## config.mk

```make
export PLATFORM = sky130hd
export DESIGN_NAME = wb_interconnect
export DESIGN_NICKNAME = d
export VERILOG_FILES = /design/src/hdl/lev_pkg.sv /design/src/hdl/wb_interconnect.sv
export VERILOG_INCLUDE_DIRS = /design/src /design/src/hdl
export SDC_FILE = /design/constraint.sdc
export NUM_CORES = 1
export LEC_CHECK = 0
export BUFFER_PORTS_ARGS = -buffer_cell sky130_fd_sc_hd__buf_2
export CORE_MARGIN = 2
export CORE_UTILIZATION = 26
export DETAILED_ROUTE_END_ITERATION = 8
export PLACE_DENSITY = 0.89
export SYNTH_ARGS = -nofsm -noshare
export SYNTH_HDL_FRONTEND = slang
export SYNTH_SLANG_ARGS = --single-unit
```

## constraint.sdc

```tcl
create_clock -name vclk -period 0.8
set_input_delay 0.04 -clock vclk [all_inputs]
set_output_delay 0.04 -clock vclk [all_outputs]
set_load 0.01 [all_outputs]
```

## src/hdl/lev_defines.svh

```systemverilog
// Bus and memory address widths, bitvector width and controller register offsets
`ifndef LEV_DEFINES_SVH
`define LEV_DEFINES_SVH

`define LEV_BUS_AW 16  // Host and master byte address
`define LEV_MEM_AW 10  // 1 KiB dictionary memory
`define LEV_BV_W   16  // Myers bitvector, also max pattern length

// Controller register offsets, offset 7 reads zero
`define LEV_REG_CTRL      3'd0
`define LEV_REG_LEN       3'd1
`define LEV_REG_DICT_LO   3'd2
`define LEV_REG_DICT_HI   3'd3
`define LEV_REG_BEST_DIST 3'd4
`define LEV_REG_IDX_LO    3'd5
`define LEV_REG_IDX_HI    3'd6

`endif

```

## src/hdl/lev_pkg.sv

```systemverilog
// Bus address, data, memory address, bitvector, distance and word index types
`include "lev_defines.svh"

package lev_pkg;

    typedef logic [`LEV_BUS_AW-1:0] bus_addr_t;  // Bit 15 set selects memory
    typedef logic [7:0]             byte_t;
    typedef logic [`LEV_MEM_AW-1:0] mem_addr_t;
    typedef logic [`LEV_BV_W-1:0]   bitvec_t;    // Vertical or horizontal deltas
    typedef logic [7:0]             dist_t;
    typedef logic [15:0]            word_idx_t;

endpackage

```

## src/hdl/wb_interconnect.sv

```systemverilog
// Host bus decoder routing to the register slave or the memory path by address bit 15
`include "lev_defines.svh"

module wb_interconnect (
    input  logic               cyc_i,
    input  logic               stb_i,
    input  logic               we_i,
    input  lev_pkg::bus_addr_t adr_i,
    input  lev_pkg::byte_t     dat_i,
    output logic               ack_o,
    output lev_pkg::byte_t     dat_o,
    output logic               reg_cyc_o,
    output logic               reg_stb_o,
    output logic               reg_we_o,
    output logic [2:0]         reg_adr_o,
    output lev_pkg::byte_t     reg_dat_o,
    input  logic               reg_ack_i,
    input  lev_pkg::byte_t     reg_dat_i,
    output logic               mem_cyc_o,
    output logic               mem_stb_o,
    output logic               mem_we_o,
    output lev_pkg::mem_addr_t mem_adr_o,
    output lev_pkg::byte_t     mem_dat_o,
    input  logic               mem_ack_i,
    input  lev_pkg::byte_t     mem_dat_i
);

    logic sel_mem;

    assign sel_mem   = adr_i[`LEV_BUS_AW-1];
    assign reg_cyc_o = cyc_i & ~sel_mem;
    assign reg_stb_o = stb_i & ~sel_mem;
    assign reg_we_o  = we_i;
    assign reg_adr_o = adr_i[2:0];
    assign reg_dat_o = dat_i;
    assign mem_cyc_o = cyc_i & sel_mem;
    assign mem_stb_o = stb_i & sel_mem;
    assign mem_we_o  = we_i;
    assign mem_adr_o = adr_i[`LEV_MEM_AW-1:0];
    assign mem_dat_o = dat_i;
    assign ack_o     = sel_mem ? mem_ack_i : reg_ack_i;
    assign dat_o     = sel_mem ? mem_dat_i : reg_dat_i;

    // Only the addressed target ever acknowledges
    assert property (@(posedge reg_ack_i) reg_cyc_o);
    assert property (@(posedge mem_ack_i) mem_cyc_o);

endmodule

```

==> results.yml <==
global_route:
  grt_overflow_total: 0
  grt_pass1_vias: 258
  grt_max_degree: 14
  grtUsageTotal: 0.0664
  grt_pass1_wl_mm: 1.01
  antenna_found_initial: 0
synthesis:
  syn_avg_cell_area_um2: 8.90
  synth_cell_type_count: 6
  synth_warnings: 0
  synth_top_cell_by_area: "buf_4"
  synth_top_area_share: 0.581
  synth_area_leaders: "buf_4 (58%), mux2_4 (22%), mux2_2 (8.4%), and2b_2 (4.4%), and2_2 (3.8%)"
  syn_inst: 45
  syn_area_um2: 400
  syn_nets: 90
  seq_area_frac_synth: 0
critical_path:
  crit_required_ps: 760
  crit_fanout: 13
  setup.worst_path.end_class: "output port"
  cp.arrival_ps: 720
  crit_path_start_kind: "input port"
  path_class: "in2out"
route:
  via_count: 250
  drtPass1Iterations: 1
  drt_iter0_drc: 0
  via_per_inst: 3.97
  ant_nets: 0
  drc_errors: 0
  totalWireLength_um: 716
  wl_per_cell_um: 11.4
sta:
  setup_viol_count_final: 0
  fin_ws_ps: 42.9
  layout_min_cycle_time_ps: 757
  fin_setup_tns_ps: 0
  drv_slew: 0
  post-route-period-util: 0.946
  finalHoldViolCount: 0
  max_freq_mhz: 1320
  slew_headroom: 0.887
  rsz0062_at_grt: "no"
  worst_slew_pin_slew_ps: 170
floorplan:
  core_area_um2: 1470
  die_w_um: 43.2
  dieHeight_um: 43.2
  dieArea_um2: 1870
  io_pins: 89
  rows: 14
  start_util: 0.272
placement:
  io_buffers: 34
  placed_area_um2: 347
  dp_hpwl_um: 661
  post-place-cells: 63
  globalplace.congestion: 0.625
  dp_slack_ps: -71.8
status:
  status: "finished clean"
job:
  maxCapViolations: 0
worst_hold_path:
  worstHoldPathCells: 0
  hold_class: "in2out"
  min_to: "mem_adr_o[4]"
  hp-start: "adr_i[4]"
layout:
  clock_buffer_count: 0
  nFillCells: 171
  final_cells: 63
  seq_area_um2: 0
  final_nets: 94
  stdcell_area_um2: 349
  area_growth_pct: -12.8
  design.seq.count: 0
  antenna_cells: 0
  drive_above_1_share: 1.00
  multi_input_area_um2: 156
power:
  p_leak_nw: 0.216
  vdd_drop_max_v: 0.000174
  power_density_nw_per_um2: 558
clocking:
  ctsHoldBuffers: 0
==> worst max path at each step <==
stage	start	end	slack, ps	cells after the start
floorplan	adr_i[15]	dat_o[0]	290	2
global placement	adr_i[15]	ack_o	-30	3
detailed placement	adr_i[15]	dat_o[5]	-70	3
CTS	adr_i[15]	dat_o[5]	30	3
global route	adr_i[15]	dat_o[5]	6	3
finish	adr_i[15]	dat_o[5]	40	3
==> placed cells by master, fill, tap and decap left out <==
cell type and n:
and2_2 2, and2b_2 2, buf_4 1, mux2_2 3
buf_2 33, mux2_4 6
==> final cells by class <==
cell class / count / area share
multi-input cells: 13 / 0.448
well taps: 16 / 0.0573
repair buffers: 34 / 0.495
==> logic make-up after synthesis <==
| kind of cell | after synthesis | synth area share |
|---|---|---|
| buffers and inverters | 32 | 0.609 |
| multiplexers | 9 | 0.309 |
| AND/OR/NAND/NOR | 4 | 0.0812 |
==> per-stage QoR <==
| stage | utilization | hold WS [ps] | power [W] |
|---|---|---|---|
| 2_1_floorplan | - | 172 | 0.000264 |
| 3_3_place_gp | 0.236 | 80.1 | 0.000190 |
| 3_5_place_dp | 0.236 | 80.1 | 0.000197 |
| 4_1_cts | 0.237 | 80.1 | 0.000199 |
| 5_1_grt | 0.237 | 80.0 | 0.000210 |
| 6_report | 0.237 | 80.0 | 0.000195 |
==> critical path: stages <==
cell    delay [ps]
buf_4          190
mux2_2         350
buf_2          140
==> where the power goes <==
group,total (W),switching (W),internal [W]
clock,0,0,0
sequential,0,0,0
combinational,0.000195,0.0000741,0.000121
==> per-layer routing <==
layer | vias to the layer above | part of all wire | track usage
met5 | - | 0 | 0
met4 | 0 | 0.0028 | 0.0182
met3 | 2 | 0.16 | 0.0340
met2 | 23 | 0.60 | 0.134
met1 | 109 | 0.23 | 0.0532
li1 | 116 | - | -
==> synth_stat cells <==
cell type,count
mux2_2,3
buf_6,1
and2_2,2
mux2_4,6
buf_4,31
and2b_2,2
==> repair_timing <==
action,4_1_cts,5_1_grt
buffers inserted,0,0
gates resized for setup,1,0
endpoints found under the setup margin,9,0
No activity file was read; power rests on OpenSTA's default activity.
