File: src/hdl/lev_defines.svh
// Bus and memory address widths, bitvector width and controller register offsets
`ifndef LEV_DEFINES_SVH
`define LEV_DEFINES_SVH

`define LEV_BUS_AW 16  // Host and master byte address
`define LEV_MEM_AW 10  // 1 KiB dictionary memory
`define LEV_BV_W   16  // Myers bitvector, also max pattern length

// Controller register offsets, offset 7 reads zero
`define LEV_REG_CTRL      3'd0
`define LEV_REG_LEN       3'd1
`define LEV_REG_DICT_LO   3'd2
`define LEV_REG_DICT_HI   3'd3
`define LEV_REG_BEST_DIST 3'd4
`define LEV_REG_IDX_LO    3'd5
`define LEV_REG_IDX_HI    3'd6

`endif

File: src/hdl/lev_pkg.sv
// Bus address, data, memory address, bitvector, distance and word index types
`include "lev_defines.svh"

package lev_pkg;

    typedef logic [`LEV_BUS_AW-1:0] bus_addr_t;  // Bit 15 set selects memory
    typedef logic [7:0]             byte_t;
    typedef logic [`LEV_MEM_AW-1:0] mem_addr_t;
    typedef logic [`LEV_BV_W-1:0]   bitvec_t;    // Vertical or horizontal deltas
    typedef logic [7:0]             dist_t;
    typedef logic [15:0]            word_idx_t;

endpackage

File: src/hdl/wb_arbiter.sv
// Round-robin two-port arbiter in front of the dictionary memory
module wb_arbiter (
    input  logic               clk_i,
    input  logic               arst_n_i,
    input  logic               s0_cyc_i,
    input  logic               s0_stb_i,
    input  logic               s0_we_i,
    input  lev_pkg::mem_addr_t s0_adr_i,
    input  lev_pkg::byte_t     s0_dat_i,
    output logic               s0_ack_o,
    output lev_pkg::byte_t     s0_dat_o,
    input  logic               s1_cyc_i,
    input  logic               s1_stb_i,
    input  logic               s1_we_i,
    input  lev_pkg::mem_addr_t s1_adr_i,
    input  lev_pkg::byte_t     s1_dat_i,
    output logic               s1_ack_o,
    output lev_pkg::byte_t     s1_dat_o,
    output logic               m_cyc_o,
    output logic               m_stb_o,
    output logic               m_we_o,
    output lev_pkg::mem_addr_t m_adr_o,
    output lev_pkg::byte_t     m_dat_o,
    input  logic               m_ack_i,
    input  lev_pkg::byte_t     m_dat_i
);

    logic owned;  // A port holds the memory
    logic gnt;    // Owning port
    logic last;   // Winner of the previous transfer

    always_ff @(posedge clk_i or negedge arst_n_i) begin
        if (!arst_n_i) begin
            owned <= 1'b0;
            gnt   <= 1'b0;
            last  <= 1'b1;
        end else if (!owned) begin
            if (s0_cyc_i && s1_cyc_i) begin
                owned <= 1'b1;
                gnt   <= ~last;  // Loser of last round goes first
            end else if (s0_cyc_i || s1_cyc_i) begin
                owned <= 1'b1;
                gnt   <= s1_cyc_i;
            end
        end else if (m_ack_i) begin
            owned <= 1'b0;
            last  <= gnt;
        end
    end

    assign m_cyc_o  = owned & (gnt ? s1_cyc_i : s0_cyc_i);
    assign m_stb_o  = owned & (gnt ? s1_stb_i : s0_stb_i);
    assign m_we_o   = gnt ? s1_we_i : s0_we_i;
    assign m_adr_o  = gnt ? s1_adr_i : s0_adr_i;
    assign m_dat_o  = gnt ? s1_dat_i : s0_dat_i;
    assign s0_ack_o = owned & ~gnt & m_ack_i;
    assign s1_ack_o = owned & gnt & m_ack_i;
    assign s0_dat_o = m_dat_i;
    assign s1_dat_o = m_dat_i;

    // Owning port holds its request until the memory acks
    assert property (@(posedge clk_i) disable iff (!arst_n_i)
        owned && !m_ack_i |-> m_cyc_o && m_stb_o);

endmodule

File: config.mk
export PLATFORM = sky130hd
export DESIGN_NAME = wb_arbiter
export DESIGN_NICKNAME = d
export VERILOG_FILES = /design/src/hdl/lev_pkg.sv /design/src/hdl/wb_arbiter.sv
export VERILOG_INCLUDE_DIRS = /design/src /design/src/hdl
export SDC_FILE = /design/constraint.sdc
export NUM_CORES = 1
export LEC_CHECK = 0
export BUFFER_PORTS_ARGS = -buffer_cell sky130_fd_sc_hd__buf_4
export CORE_ASPECT_RATIO = 1.75
export CORE_UTILIZATION = 26
export CTS_CLUSTER_DIAMETER = 200
export DETAILED_ROUTE_END_ITERATION = 7
export PLACE_DENSITY_LB_ADDON = 0.15
export SLEW_MARGIN = 20
export SYNTH_ARGS = -nofsm -noshare
export SYNTH_HDL_FRONTEND = slang
export SYNTH_SLANG_ARGS = --single-unit
File: constraint.sdc
create_clock -name clk_i -period 1.2 [get_ports clk_i]
set_input_delay 0.24 -clock clk_i [delete_from_list [all_inputs] [get_ports clk_i]]
set_output_delay 0.24 -clock clk_i [all_outputs]
set_load 0.005 [all_outputs]
==> out/qor.csv <==
stage;metric;value;unit
placement;dp_cells;130;
critical_path;worst_r2r_path_depth;4;
floorplanning;io_pins;92;
global_route;globalRouteOverflowTotal;0;
logic_synthesis;synthCells;54;
cells_and_area;area_growth;92.0;%
route;vias;609;
clock_network;clock_path_buffers;2;
logic_synthesis;synthTopCellsByCount;16 x buf_4, 16 x mux2_4, 3 x mux2_2, 3 x nor2_1;
placement;pre_cts_ws;-65.2;ps
timing;setup_slack;-289;ps
logic_synthesis;synthTopCellsByArea;mux2_4 40%, buf_4 20%, dfrtp_1 8.4%, mux2_2 5.6%, dfstp_2 4.4%;
logic_synthesis;synth-seq-area-share;12.8;%
power;ir_drop;531;uV
status;status;finished, violations left;
power;p_leak;0.631;nW
placement;io_buffers;67;
placement;placed_area;995;sq um
global_route;grt_pass1_wl;2530;um
cells_and_area;final_nets;166;
logic_synthesis;synth_enable_flop_cells;0;
timing;finalHoldViolCount;0;
clock_network;cts_tree;done;
timing;finClkSkew;3.76;ps
critical_path;slowest_delay;440;ps
critical_path;r2r_slack;110;ps
critical_path;crit_path_max_fanout;8;
cells_and_area;fin_area;1150;sq um
job;drv_cap;0;
cells_and_area;n_antenna_cell;0;
critical_path;critPathSlowestCell;dfrtp_2;
placement;place_hpwl;1410;um
route;drtAntennaViolNets;0;
logic_synthesis;yosysTopAreaCell;mux2_4;
logic_synthesis;ys.warnings.count;0;
timing;setup_violations;23;
floorplanning;die_w;38.3;um
global_route;antenna_found_initial;0;
status;violations;negative setup slack;
logic_synthesis;ys_ff_latch;3;
floorplanning;core;2120;sq um
global_route;grt_usage;14.3;%
timing;clock.fmax;0.672;GHz
route;drt-total-wl;1720;um
route;vias_per_cell;4.48;
clock_network;clockRootBuffer;clkbuf_4;
logic_synthesis;synth.cell_area;598;sq um
route;firstDrtPassIters;2;
critical_path;critPathLaunch;gnt;
timing;slew_viol_final;0;
global_route;grt_max_degree;9;
critical_path;cp.required;960;ps
timing;worst_slew_pin_slew;127;ps
hold_path;worstHoldPathType;in2reg;
floorplanning;die_h;65.4;um
placement;gp_congestion;0.583;
critical_path;critPathCapture;m_dat_o[4];
power;total_power;1.27;mW
route;drc;0;
floorplanning;floorplan.initialDensity;28.2;%
clock_network;cts_buffers;3;
critical_path;r2r_start;gnt;
clock_network;clkTransAtPathRegs;40;ps
critical_path;crit_chain;buf_8 -> mux2_4 -> buf_6;
clock_network;clock_sinks;3;
logic_synthesis;synth_top_area_share;40.2;%
power;power_per_cell_area;1100;nW/um^2
floorplanning;die-area;2500;sq um
clock_network;clk_latency;230;ps
critical_path;crit_type;reg2out;
global_route;grt_pass1_vias;645;
timing;period_minus_slack;1490;ps
clock_network;cts_max_level;1;
cells_and_area;drive_above_1_share;87.5;%
critical_path;worstSetupStartpointType;flip-flop;
logic_synthesis;synth_ff_type;dfrtp_1;
cells_and_area;fin_cells;136;
timing;slew_headroom;91.3;%
logic_synthesis;avgSynthCellArea;11.1;sq um
critical_path;r2r-end;last;
critical_path;cp_top_family;flip-flops;
floorplanning;rows;22;
logic_synthesis;synth-async-reset-ratio;100;%
critical_path;critPathBufInv;2;
logic_synthesis;synth_fp_nets;107;
critical_path;cp.arrival;1250;ps
timing;fin_crit_sh;124;%
logic_synthesis;synth.distinct_cells;17;
route;wire_per_inst;12.7;um
critical_path;critical_path_depth;3;
route;first_iter_violations;3;
timing;rsz0062_at_grt;yes;
critical_path;worstSetupEndpointType;primary output;
-- layout by cell type (no fill, tap or decap), drive strengths merged --
cell type | Yosys | final
a21o | 1 | 1
a32o | 1 | 1
and3 | 1 | 1
buf | 19 | 72
clkbuf | 0 | 4
dfrtp | 2 | 2
dfstp | 1 | 1
dlygate4sd3 | 0 | 1
inv | 1 | 1
mux2 | 19 | 19
mux2i | 2 | 2
nand2 | 2 | 2
nand2b | 1 | 1
nor2 | 3 | 3
o31a | 1 | 1
-- worst reg2reg max path: stages, from the launching register on --
cell and delay, ps:
dfrtp_2 440, buf_8 160, buf_4 140, and3_4 140
a21o_1 140
-- state kept, by name, indices dropped and copies added, names as in the netlist --
register  count
gnt           1
last          1
owned         1
-- logic make-up after synthesis --
| logic type | after synthesis | share of synthesized area (%) |
|---|---|---|
| buffers and inverters | 20 | 28.5 |
| flip-flops | 3 | 12.8 |
| AND/OR/NAND/NOR | 7 | 5.23 |
| multiplexers | 21 | 49.2 |
| AO/OA/AOI/OAI | 3 | 4.39 |
-- per-stage QoR --
stage	util, %	hold slack [ps]	setup TNS (ps)
after global routing	54.2	248	-7350
after CTS	54.1	239	-6640
after global placement	46.9	31.5	-541
after detailed placement	46.9	31.4	-917
after floorplan	-	-55.6	0
final	54.2	248	-6140
-- power breakdown --
part           leakage (nW)  switching [mW]  internal [mW]  total, mW
Combinational         0.584           0.276          0.653      0.929
Clock                0.0150          0.0526          0.125      0.177
Sequential           0.0322          0.0271          0.133      0.160
Total                 0.631           0.356          0.910       1.27
-- area by class of cell --
class / count / area, sq um
flip-flops and latches: 3 / 77.6
fillers: 183 / 971
repair buffers: 73 / 641
well taps: 24 / 30.0
inverters: 1 / 3.75
clock buffers: 4 / 26.3
multi-input cells: 31 / 370
-- layer usage --
layer / vias to the layer above / track usage, % / part of all wire, %
met5: - / 0 / 0
met4: 0 / 9.38 / 0.70
met3: 4 / 3.72 / 8.6
met2: 37 / 28.6 / 63
met1: 283 / 10.2 / 28
li1: 285 / - / -
-- repair_timing --
| action | in CTS | in global routing |
|---|---|---|
| pin swaps | 1 | 0 |
| gates cloned | 1 | 0 |
| hold buffers | 1 | 0 |
| setup endpoints to repair | 23 | 23 |
| endpoints found under the hold margin | 3 | 0 |
| setup buffers | 0 | 0 |
| gates resized for setup | 30 | 1 |
-- worst min path at each step --
stage | start | end | slack (ps) | cells after the start
final | s0_cyc_i | owned | 250 | 2
after global routing | s0_cyc_i | owned | 250 | 2
after CTS | s0_cyc_i | owned | 240 | 2
after detailed placement | arst_n_i | gnt | 30 | 1
after global placement | arst_n_i | owned | 30 | 1
after floorplan | arst_n_i | gnt | -60 | 0
Power figures use the tool's default switching activity.
