===== config.mk =====
export PLATFORM = sky130hd
export DESIGN_NAME = spi_wishbone_bridge
export DESIGN_NICKNAME = d
export VERILOG_FILES = /design/src/hdl/lev_pkg.sv /design/src/hdl/spi_wishbone_bridge.sv
export VERILOG_INCLUDE_DIRS = /design/src /design/src/hdl
export SDC_FILE = /design/constraint.sdc
export NUM_CORES = 1
export LEC_CHECK = 0
export BUFFER_PORTS_ARGS = -buffer_cell sky130_fd_sc_hd__buf_4
export CORE_UTILIZATION = 39
export DETAILED_ROUTE_END_ITERATION = 7
export PLACE_DENSITY_LB_ADDON = 0.15
export SYNTH_ARGS = -nofsm -noshare
export SYNTH_HDL_FRONTEND = slang
export SYNTH_SLANG_ARGS = --single-unit
export TNS_END_PERCENT = 1

===== constraint.sdc =====
create_clock -name clk_i -period 2.3 [get_ports clk_i]
set_input_delay 0.46 -clock clk_i [delete_from_list [all_inputs] [get_ports clk_i]]
set_output_delay 0.46 -clock clk_i [all_outputs]
set_load 0.03 [all_outputs]

===== src/hdl/lev_defines.svh =====
// Bus and memory address widths, bitvector width and controller register offsets
`ifndef LEV_DEFINES_SVH
`define LEV_DEFINES_SVH

`define LEV_BUS_AW 16  // Host and master byte address
`define LEV_MEM_AW 10  // 1 KiB dictionary memory
`define LEV_BV_W   16  // Myers bitvector, also max pattern length

// Controller register offsets, offset 7 reads zero
`define LEV_REG_CTRL      3'd0
`define LEV_REG_LEN       3'd1
`define LEV_REG_DICT_LO   3'd2
`define LEV_REG_DICT_HI   3'd3
`define LEV_REG_BEST_DIST 3'd4
`define LEV_REG_IDX_LO    3'd5
`define LEV_REG_IDX_HI    3'd6

`endif


===== src/hdl/lev_pkg.sv =====
// Bus address, data, memory address, bitvector, distance and word index types
`include "lev_defines.svh"

package lev_pkg;

    typedef logic [`LEV_BUS_AW-1:0] bus_addr_t;  // Bit 15 set selects memory
    typedef logic [7:0]             byte_t;
    typedef logic [`LEV_MEM_AW-1:0] mem_addr_t;
    typedef logic [`LEV_BV_W-1:0]   bitvec_t;    // Vertical or horizontal deltas
    typedef logic [7:0]             dist_t;
    typedef logic [15:0]            word_idx_t;

endpackage


===== src/hdl/spi_wishbone_bridge.sv =====
// Mode-0 SPI slave that turns command, address and data bytes into bus cycles
module spi_wishbone_bridge (
    input  logic               clk_i,
    input  logic               arst_n_i,
    input  logic               spi_ss_n_i,
    input  logic               spi_sck_i,
    input  logic               spi_mosi_i,
    output logic               spi_miso_o,
    output logic               cyc_o,
    output logic               stb_o,
    output logic               we_o,
    output lev_pkg::bus_addr_t adr_o,
    output lev_pkg::byte_t     dat_o,
    input  logic               ack_i,
    input  lev_pkg::byte_t     dat_i
);

    typedef enum logic [1:0] {PH_CMD, PH_ADR_HI, PH_ADR_LO, PH_DATA} phase_t;

    logic [2:0]     sck_q;   // Two sync stages plus previous value
    logic [1:0]     ss_q;
    logic [1:0]     mosi_q;
    phase_t         phase;
    logic [2:0]     bit_cnt;
    logic           wr_mode;
    lev_pkg::byte_t rx_sr;
    lev_pkg::byte_t tx_sr;
    lev_pkg::byte_t rd_buf;  // Last byte fetched by a bus read
    lev_pkg::byte_t rx_byte;
    logic           sck_rise;
    logic           sck_fall;
    logic           ss_active;
    logic           byte_done;

    assign sck_rise   = sck_q[1] & ~sck_q[2];
    assign sck_fall   = ~sck_q[1] & sck_q[2];
    assign ss_active  = ~ss_q[1];
    assign rx_byte    = {rx_sr[6:0], mosi_q[1]};
    assign byte_done  = ss_active & sck_rise & (bit_cnt == 3'd7);
    assign spi_miso_o = tx_sr[7];
    assign we_o       = wr_mode;

    always_ff @(posedge clk_i or negedge arst_n_i) begin
        if (!arst_n_i) begin
            sck_q   <= '0;
            ss_q    <= '1;
            mosi_q  <= '0;
            phase   <= PH_CMD;
            bit_cnt <= '0;
            wr_mode <= 1'b0;
            rx_sr   <= '0;
            tx_sr   <= '0;
            rd_buf  <= '0;
            cyc_o   <= 1'b0;
            stb_o   <= 1'b0;
            adr_o   <= '0;
            dat_o   <= '0;
        end else begin
            sck_q  <= {sck_q[1:0], spi_sck_i};
            ss_q   <= {ss_q[0], spi_ss_n_i};
            mosi_q <= {mosi_q[0], spi_mosi_i};

            if (ack_i) begin  // Cycle done, step to next address
                cyc_o <= 1'b0;
                stb_o <= 1'b0;
                adr_o <= adr_o + 1'b1;
                if (!wr_mode) begin
                    rd_buf <= dat_i;
                end
            end

            if (!ss_active) begin
                phase   <= PH_CMD;
                bit_cnt <= '0;
                tx_sr   <= '0;
            end else begin
                if (sck_rise) begin
                    rx_sr   <= rx_byte;
                    bit_cnt <= bit_cnt + 1'b1;
                end
                if (sck_fall) begin  // Load fetched byte at start of a read data byte
                    if (bit_cnt == 3'd0 && phase == PH_DATA && !wr_mode) begin
                        tx_sr <= rd_buf;
                    end else begin
                        tx_sr <= {tx_sr[6:0], 1'b0};
                    end
                end
                if (byte_done) begin
                    case (phase)
                        PH_CMD: begin
                            wr_mode <= rx_byte[7];
                            phase   <= PH_ADR_HI;
                        end
                        PH_ADR_HI: begin
                            adr_o[15:8] <= rx_byte;
                            phase       <= PH_ADR_LO;
                        end
                        PH_ADR_LO: begin
                            adr_o[7:0] <= rx_byte;
                            phase      <= PH_DATA;
                            cyc_o      <= ~wr_mode;  // Prefetch first read byte
                            stb_o      <= ~wr_mode;
                        end
                        default: begin
                            dat_o <= wr_mode ? rx_byte : dat_o;
                            cyc_o <= 1'b1;
                            stb_o <= 1'b1;
                        end
                    endcase
                end
            end
        end
    end

    // Request held with a stable address until acknowledged
    assert property (@(posedge clk_i) disable iff (!arst_n_i)
        stb_o && !ack_i |=> stb_o && cyc_o && $stable(adr_o));

endmodule


==> summary.txt, run 1 <==
Hold path
  – Min-delay worst type: in -> async

Clocking
  – Root buffer cell: clkbuf_8
  – CTS tree: built
  – Worst-Skew Late Latency: 0.33 ns
  – Worst-path clk slew: 0.07 ns
  – Number of H-tree levels: 3
  – Clock Path Buffers: 2
  – Clk sinks: 62
  – # Post-CTS Setup Buffers: 0
  – CTS Buf Count: 9
  – CTS resizes: 0
  – # hold bufs at CTS: 0

Drt
  – # DRC: 0
  – Via count: 1,951
  – Vias per std cell: 5.03
  – Iter 0 DRT Violations: 126
  – Number of routed nets with antenna violations: 0
  – Wire per inst: 14.1 microns
  – Final WL: 5460 microns
  – DR pass1 iterations: 4

Logic synthesis
  – Synth area leader: dfrtp_1
  – Syn nets: 264
  – Syn Std Cell Area: 2790 sq um
  – Syn Inst Count: 241
  – Mean Syn Cell Area: 11.6 sq um
  – Warnings, synthesis: 0
  – Dominant cells by area after synthesis: dfrtp_1 54%, mux2_2 9.7%, ha_1 4.0%, mux2i_1 4.0%, nand2_1 3.8%
  – Post-synth ARST share: 100%
  – Most instantiated library cell after synthesis: dfrtp_1
  – Top_reg_cell synth: dfrtp_1
  – EDFF count, synth: 0
  – Most frequent cells after synthesis: 60 x dfrtp_1, 28 x nand2_1, 24 x mux2_2
  – Seq cells post-synth: 62
  – Seq/Total Area, Yosys: 55.8%
  – Post-synth cell types: 36
  – Post-synth top area share: 53.9%

Global route
  – GR Overflow Total: 0
  – Total track usage: 16.2%
  – Antenna violations before repair: 0
  – Pin count of the biggest net entering global routing: 63
  – First-pass GRT wire length: 9220 microns
  – Vias in the first global route: 1,834

Setup path
  – Critical path class: reg -> reg
  – Worst Setup Start Kind: register
  – Crit-path cells: ha_1 -> nand3_1 -> or4_1 -> and3_1 -> or3_1
  – CP max-delay cell: or4_1
  – Crit-path max cell delay: 0.56 ns
  – Arrival time of the worst setup path: 2.21 ns
  – Crit path buf inv count: 0
  – Req. time, crit path: 2.51 ns
  – CP top delay family: simple AND/OR/NAND/NOR gates
  – CP endpoint kind: register
  – Worst-path maximum fanout: 5

Timing
  – Post-route clock period utilization: 86.9%
  – RSZ-0062 raised after global routing: no
  – Worst Clk Skew: 0.00644 ns
  – # setup viols final: 0
  – Max Slew Vio Count: 0
  – Worst-margin pin slew: 0.780 ns
  – TNS Setup: 0 ns
  – Final min period: 2.00 ns
  – Final hold vios: 0
  – Maximum clock rate: 500 MHz
  – Max_slew headroom: 48.0%

Power
  – PwrDens: 899 nW/um^2
  – Switch share: 33.2%
  – Sequential fraction of design power: 49.0%
  – Peak VDD IR: 0.384 mV
  – Net switching power: 1010 uW
  – Cell internal pwr: 2030 uW
  – Leakage: 0.00153 uW
  – Gate power share: 22.8%
  – Clock power share: 28.2%

Final layout
  – Synth-to-Final Area Change: 21.3%
  – Finished Layout Cells: 388
  – Area of the multi-input gates: 1160 sq um
  – Fin util: 49.5%
  – Layout cell share with drive strength beyond 1: 30.5%
  – Antenna diodes: 0
  – Seq. cell area: 1550 sq um
  – Filler instances: 663
  – Layout Nets: 312

Place
  – Placed insts: 374
  – PortBufs: 41
  – Detail Placement HPWL: 3770 microns
  – GP Congestion: 0.805

Floorplan
  – Initial core utilization: 40.8%
  – Core Rows: 30
  – Full die area: 7490 sq um
  – Core Footprint: 6830 sq um
  – IO Pins: 42
  – DIE WIDTH: 86.5 microns
  – Die Ht: 86.5 microns

Status
  – Outcome: complete, no violations

Job
  – Max-cap violations: 0
state kept, by name, summed over array words and instances, names as in the netlist, 2 cells and up:
signal,cells
adr_o,16
dat_o,8
rd_buf,8
tx_sr,8
rx_sr,7
bit_cnt,3
sck_q,3
mosi_q,2
phase,2
ss_q,2
metrics by stage:
stage          area [sq um]  hold slack [ns]  worst slack (ns)  total power, uW
6_report               3380            0.203             0.301             3040
4_1_cts                3380            0.221             0.296             3070
5_1_grt                3380            0.220             0.160             3200
3_3_place_gp           3210            0.334             0.342             2190
2_1_floorplan          2790            0.164             0.233             1900
3_5_place_dp           3210            0.335             0.286             2210
worst reg2reg max path, cell delays in order, from the launching register on:
cell,delay [ns]
dfrtp_1,0.40
ha_1,0.20
nand3_1,0.18
or4_1,0.57
and3_1,0.19
or3_1,0.33
cells in the final DEF (no fill, tap or decap), drive strengths merged, types with 2 or more instances in the layout:
cell type  count
dfstp          2
xor2           3
nand4          5
mux2          24
buf           45
or4            2
and2           2
inv            8
or3            2
dfrtp         60
and3           4
a31oi          3
nand2         28
xnor2          9
a21o           2
nor2b          3
nand3          4
ha             9
a211oi         2
a21oi          4
nor2           9
mux2i         11
clkbuf        13
nor3           9
o21ai         21
power groups by stage:
stage | sequential (uW) | combinational, uW | clock [uW]
2_1_floorplan | 1630 | 270 | 0
3_3_place_gp | 1500 | 689 | 0
3_5_place_dp | 1510 | 701 | 0
4_1_cts | 1490 | 703 | 880
5_1_grt | 1520 | 757 | 927
6_report | 1490 | 693 | 856
path summary, 6_finish.rpt:
check	startpoint	endpoint	slack [ns]	depth (start not counted)
worst max-delay path	adr_o[0]$_DFF_PN0_	adr_o[12]$_DFF_PN0_	0.30	5
worst max register to register	adr_o[0]$_DFF_PN0_	adr_o[12]$_DFF_PN0_	0.30	5
worst min register to register	mosi_q[0]$_DFF_PN0_	mosi_q[1]$_DFF_PN0_	0.35	0
worst min-delay path	arst_n_i	adr_o[10]$_DFF_PN0_	0.20	1
max in group asynchronous	arst_n_i	dat_o[4]$_DFFE_PN0P_	1.57	1
min in group clk_i	spi_mosi_i	mosi_q[0]$_DFF_PN0_	0.23	1
logic make-up (layout without fill, tap and decap cells):
| family | after synthesis | after routing | share of synthesized area, % |
|---|---|---|---|
| simple gates | 71 | 71 | 12.9 |
| flops | 62 | 62 | 55.8 |
| compound gates | 36 | 36 | 7.36 |
| mux | 35 | 35 | 13.7 |
| buf+inv | 16 | 67 | 2.47 |
| xor+xnor | 12 | 12 | 3.77 |
| fa+ha+maj | 9 | 9 | 4.04 |
metal layers:
layer  vias up  global-route usage [%]  wire length (microns)
met5         -                       0                      0
met4         0                    8.18                     94
met3         8                    3.43                    257
met2        42                    22.4                   2380
met1       965                    23.9                   2720
li1        936                       -                      -
layout make-up:
type                            instances  area share [%]
Sequential cell                        62            46.0
Multi-Input combinational cell        163            34.4
Timing Repair Buffer                   45            10.0
Clock buffer                           13            5.00
Tap cell                               96            3.55
Inverter                                8           0.889
Clock inverter                          1           0.148
Note: power is estimated with default switching activity, not from simulation.
==> run 2: changes to the inputs <==
- BUFFER_PORTS_ARGS: -buffer_cell sky130_fd_sc_hd__buf_4 -> default
- DONT_BUFFER_PORTS: default -> 1
==> run 2 against run 1 <==
- largest cell class unchanged
- core utilization is 2.4 points lower
- via count is 7.9% lower
- die area unchanged
- maximum frequency is 1.5% higher
- worst hold slack got worse by 0.10 ns
- critical endpoint is now dat_o[5]$_DFFE_PN0P_
- sequential power fell by 5%
- cell area fell by 4.8%
- first-iteration DRC count decreased by 60%
- clock-buffer cell count fell by 4
- global-route usage up 0.54 points
==> summary.txt, run 2 (synthesized netlist as in run 1, its figures left out) <==
Timing
  – RSZ-0062 raised after global routing: no
  – Worst-margin pin slew: 0.661 ns
  – Max Slew Vio Count: 0
  – # setup viols final: 0
  – Worst Clk Skew: 0.00694 ns
  – Maximum clock rate: 508 MHz
  – Final hold vios: 0
  – Fin worst setup slack: 0.330 ns
  – Final min period: 1.97 ns
  – Post-route clock period utilization: 85.6%
  – Max_slew headroom: 56.0%
  – TNS Setup: 0 ns

Clocking
  – Root buffer cell: clkbuf_8
  – Number of H-tree levels: 3
  – Worst-path clk slew: 0.07 ns
  – Worst-Skew Late Latency: 0.35 ns
  – CTS Buf Count: 9
  – CTS tree: built
  – # Post-CTS Setup Buffers: 0
  – Clock Path Buffers: 2
  – Clk sinks: 62
  – CTS resizes: 0

Setup path
  – Worst-path maximum fanout: 13
  – Arrival time of the worst setup path: 2.20 ns
  – CP top delay family: simple AND/OR/NAND/NOR gates
  – R2R Setup Slk: 0.33 ns
  – R2r startpoint: bit_cnt[0]$_DFFE_PN0P_
  – Crit-path cells: ha_1 -> ha_1 -> and4bb_2 -> and3_1 -> mux2_2
  – FF-to-FF path depth: 5
  – Crit-path max cell delay: 0.44 ns
  – Worst Setup Start Kind: register
  – CP max-delay cell: and3_1
  – Critical path class: reg -> reg
  – Req. time, crit path: 2.53 ns
  – CP endpoint kind: register
  – FF-to-FF End: dat_o[5]$_DFFE_PN0P_
  – Crit path buf inv count: 0
  – Crit path top cell by count: ha_1

Place
  – Detail Placement HPWL: 3770 microns
  – Place WS: 0.342 ns
  – GP Congestion: 0.775
  – PortBufs: 0
  – Placed insts: 344

Final layout
  – Layout Nets: 284
  – Highest-count cells in the layout ignoring fill and taps: 60 x dfrtp_1, 28 x nand2_1, 24 x mux2_2
  – Antenna diodes: 0
  – Synth-to-Final Area Change: 15.4%
  – Finished Layout Cells: 362
  – Commonest non-fill, non-tap cell in the layout: dfrtp_1
  – Layout cell share with drive strength beyond 1: 23.7%
  – Register bank with the most flops: adr_o
  – Max reg flops: 16

Drt
  – DR pass1 iterations: 4
  – Final WL: 5500 microns
  – Wire per inst: 15.2 microns
  – Vias per std cell: 4.96
  – Via count: 1,796
  – Iter 0 DRT Violations: 51
  – Number of routed nets with antenna violations: 0
  – # DRC: 0

Power
  – Final Power: 3120 uW
  – PwrDens: 971 nW/um^2
  – Leakage: 0.00139 uW
  – Peak VDD IR: 0.388 mV

Hold path
  – Min-delay worst type: in -> reg
  – Worst Hold Launch: spi_ss_n_i
  – Hold depth: 0
  – Hold endpoint: ss_q[0]$_DFF_PN1_

Floorplan
  – Initial core utilization: 40.8%
  – Core Rows: 30
  – Die Ht: 86.5 microns
  – Core Footprint: 6830 sq um
  – IO Pins: 42
  – Full die area: 7490 sq um
  – DIE WIDTH: 86.5 microns

Global route
  – Antenna violations before repair: 0
  – GR Overflow Total: 0
  – Pin count of the biggest net entering global routing: 63
  – Total track usage: 16.8%
  – First-pass GRT wire length: 9200 microns
  – Vias in the first global route: 1,753

Status
  – Outcome: complete, no violations

Job
  – Max-cap violations: 0
-- run 2: worst reg2reg max path: stages (launching register included) --
cell,delay [ns]
dfrtp_1,0.39
ha_1,0.16
ha_1,0.13
and4bb_2,0.37
and3_1,0.44
mux2_2,0.39
-- run 2: routing by layer --
metal | wire length, microns | share of wire, % | track usage (%) | vias to the layer above
met5 | 0 | 0 | 0 | -
met4 | 117 | 2.1 | 8.18 | 0
met3 | 308 | 5.6 | 6.29 | 11
met2 | 2400 | 44 | 23.2 | 42
met1 | 2670 | 49 | 23.0 | 861
li1 | - | - | - | 882
-- run 2: how the worst max path moves through the flow --
stage          slack, ns  cells after the start              startpoint              endpoint
6_report            0.33                      5  bit_cnt[0]$_DFFE_PN0P_  dat_o[5]$_DFFE_PN0P_
5_1_grt             0.17                      5  bit_cnt[0]$_DFFE_PN0P_  dat_o[7]$_DFFE_PN0P_
4_1_cts             0.33                      5  bit_cnt[0]$_DFFE_PN0P_  dat_o[5]$_DFFE_PN0P_
3_5_place_dp        0.34                      5  bit_cnt[0]$_DFFE_PN0P_  dat_o[5]$_DFFE_PN0P_
3_3_place_gp        0.35                      5  bit_cnt[0]$_DFFE_PN0P_  dat_o[1]$_DFFE_PN0P_
2_1_floorplan       0.23                      5      adr_o[0]$_DFF_PN0_   adr_o[12]$_DFF_PN0_
-- run 2: timing repair --
item / in CTS / in global routing
setup endpoints to repair: 0 / 0
endpoints found under the hold margin: 62 / 0
hold buffers: 2 / 0
-- run 2: power breakdown --
group          total (uW)  internal [uW]  switching (uW)
Clock                 953            501             452
Sequential           1420           1260             155
Combinational         753            296             457
-- run 2: stage by stage --
step / utilization, % / hold WS [ns] / instance area (sq um)
after floorplan: - / 0.164 / 2790
after global placement: 43.6 / 0.166 / 2980
after detailed placement: 43.6 / 0.166 / 2980
after CTS: 47.1 / 0.0837 / 3220
after global routing: 47.1 / 0.0749 / 3220
final: 47.1 / 0.101 / 3220
-- run 2: layout make-up --
type / instances / area [sq um]
multi-input cells: 163 / 1160
clock buffers: 9 / 124
clock inverters: 7 / 75.1
fillers: 658 / 3610
repair buffers: 17 / 150
inverters: 8 / 30.0
well taps: 96 / 120
flip-flops and latches: 62 / 1550
==> run 3: changes to the inputs <==
- PLACE_DENSITY: default -> 0.59
- PLACE_DENSITY_LB_ADDON: 0.15 -> default
==> run 3 against run 2 <==
- sequential power about the same
- highest routed layer unchanged
- worst setup slack improved by 0.022 ns
- worst hold slack improved by 0.018 ns
- critical path type unchanged
- register-to-register slack improved by 0.02 ns
- cell area about the same
==> summary.txt, run 3 (synthesized netlist as in run 1, its figures left out) <==
Global route
  – Antenna violations before repair: 0
  – Vias in the first global route: 1,782
  – GR Overflow Total: 0
  – Pin count of the biggest net entering global routing: 63
  – Total track usage: 16.0%
  – First-pass GRT wire length: 8950 microns

Timing
  – Maximum clock rate: 513 MHz
  – # setup viols final: 0
  – TNS Setup: 0 ns
  – Worst Clk Skew: 0.0150 ns
  – Hold_ws: 0.120 ns
  – Post-route clock period utilization: 84.7%
  – RSZ-0062 raised after global routing: no
  – Final hold vios: 0
  – Final min period: 1.95 ns
  – Max_slew headroom: 58.9%
  – Max Slew Vio Count: 0
  – Worst-margin pin slew: 0.617 ns

Place
  – Detail Placement HPWL: 3620 microns
  – Post-DP Area: 2980 sq um
  – GP Congestion: 0.762
  – PortBufs: 0

Setup path
  – FF-to-FF End: dat_o[4]$_DFFE_PN0P_
  – Req. time, crit path: 2.53 ns
  – Critical path class: reg -> reg
  – Arrival time of the worst setup path: 2.17 ns
  – CP endpoint kind: register
  – FF-to-FF path depth: 5
  – Worst Setup Start Kind: register
  – R2R Setup Slk: 0.35 ns
  – Worst-path maximum fanout: 13
  – R2r startpoint: bit_cnt[0]$_DFFE_PN0P_

Final layout
  – Highest-count cells in the layout ignoring fill and taps: 60 x dfrtp_1, 28 x nand2_1, 24 x mux2_2
  – Max reg flops: 16
  – Layout cell share with drive strength beyond 1: 23.3%
  – Register bank with the most flops: adr_o
  – Commonest non-fill, non-tap cell in the layout: dfrtp_1
  – Antenna diodes: 0
  – Post-layout instance area: 3220 sq um
  – Layout Nets: 284
  – Synth-to-Final Area Change: 15.5%

Power
  – Final Power: 3150 uW
  – PwrDens: 978 nW/um^2
  – Leakage: 0.00140 uW
  – Gate power share: 23.9%
  – Net switching power: 1060 uW
  – Sequential fraction of design power: 45.4%
  – Switch share: 33.7%
  – Clock power share: 30.7%
  – Cell internal pwr: 2090 uW
  – Peak VDD IR: 0.429 mV

Hold path
  – Hold endpoint: ss_q[0]$_DFF_PN1_
  – Hold depth: 0
  – Worst Hold Launch: spi_ss_n_i
  – Min-delay worst type: in -> reg

Status
  – Outcome: complete, no violations

Drt
  – Iter 0 DRT Violations: 74
  – Via count: 1,807
  – Final WL: 5410 microns
  – Wire per inst: 14.9 microns
  – Number of routed nets with antenna violations: 0
  – Vias per std cell: 4.99
  – # DRC: 0
  – DR pass1 iterations: 4

Floorplan
  – Die Ht: 86.5 microns
  – Core Footprint: 6830 sq um
  – Full die area: 7490 sq um
  – IO Pins: 42
  – DIE WIDTH: 86.5 microns
  – Initial core utilization: 40.8%
  – Core Rows: 30

Clocking
  – CTS resizes: 0
  – Clock Path Buffers: 2
  – CTS Buf Count: 9
  – Worst-Skew Late Latency: 0.34 ns
  – Clk sinks: 62
  – CTS tree: built
  – Number of H-tree levels: 3
  – Worst-path clk slew: 0.07 ns
  – Root buffer cell: clkbuf_8

Job
  – Max-cap violations: 0
-- run 3: cell count changes in the layout (fill, tap and decap cells not counted), sizes merged --
cell,delta
clkbuf,+2
clkinv,-1
clkinvlp,-1
-- run 3: worst max-delay path by stage --
| stage | start | end | slack, ns | depth (start not counted) |
|---|---|---|---|---|
| floorplan | adr_o[0]$_DFF_PN0_ | adr_o[12]$_DFF_PN0_ | 0.23 | 5 |
| global placement | bit_cnt[0]$_DFFE_PN0P_ | dat_o[4]$_DFFE_PN0P_ | 0.38 | 5 |
| detailed placement | bit_cnt[0]$_DFFE_PN0P_ | dat_o[4]$_DFFE_PN0P_ | 0.35 | 5 |
| CTS | bit_cnt[0]$_DFFE_PN0P_ | dat_o[4]$_DFFE_PN0P_ | 0.34 | 5 |
| global route | bit_cnt[0]$_DFFE_PN0P_ | dat_o[3]$_DFFE_PN0P_ | 0.22 | 5 |
| finish | bit_cnt[0]$_DFFE_PN0P_ | dat_o[4]$_DFFE_PN0P_ | 0.35 | 5 |
-- run 3: cell type report --
type	instances	area [sq um]
well taps	96	120
clock buffers	11	141
fillers	665	3610
inverters	8	30.0
multi-input cells	163	1160
clock inverters	5	58.8
repair buffers	17	150
flip-flops and latches	62	1550
-- run 3: layer usage --
| metal | routed length (microns) | vias up | track usage [%] |
|---|---|---|---|
| met5 | 0 | - | 0 |
| met4 | 80 | 0 | 7.27 |
| met3 | 307 | 10 | 5.24 |
| met2 | 2400 | 41 | 22.9 |
| met1 | 2620 | 878 | 22.2 |
| li1 | - | 878 | - |
-- run 3: metrics by stage --
stage | instances | setup slack [ns] | utilization [%]
6_report | 362 | 0.352 | 47.1
5_1_grt | 362 | 0.216 | 47.1
4_1_cts | 362 | 0.341 | 47.1
3_5_place_dp | 344 | 0.350 | 43.6
3_3_place_gp | 344 | 0.378 | 43.6
2_1_floorplan | 241 | 0.233 | -
-- run 3: power groups by stage --
stage               combinational, uW  clock [uW]  sequential, uW
finish                            752         967            1430
global route                      817        1040            1450
CTS                               759         996            1430
global placement                  718           0            1450
floorplan                         270           0            1630
detailed placement                726           0            1450
-- run 3: what timing repair did --
item,4_1_cts,5_1_grt
hold endpoints to repair,62,0
setup buffers,0,0
hold buffers,2,0
endpoints found under the setup margin,0,0
-- run 3: critical path: stages (launching register included) --
cell and delay, ns:
dfrtp_1 0.38, ha_1 0.16, ha_1 0.13, and4bb_2 0.37
and3_1 0.42, mux2_2 0.38
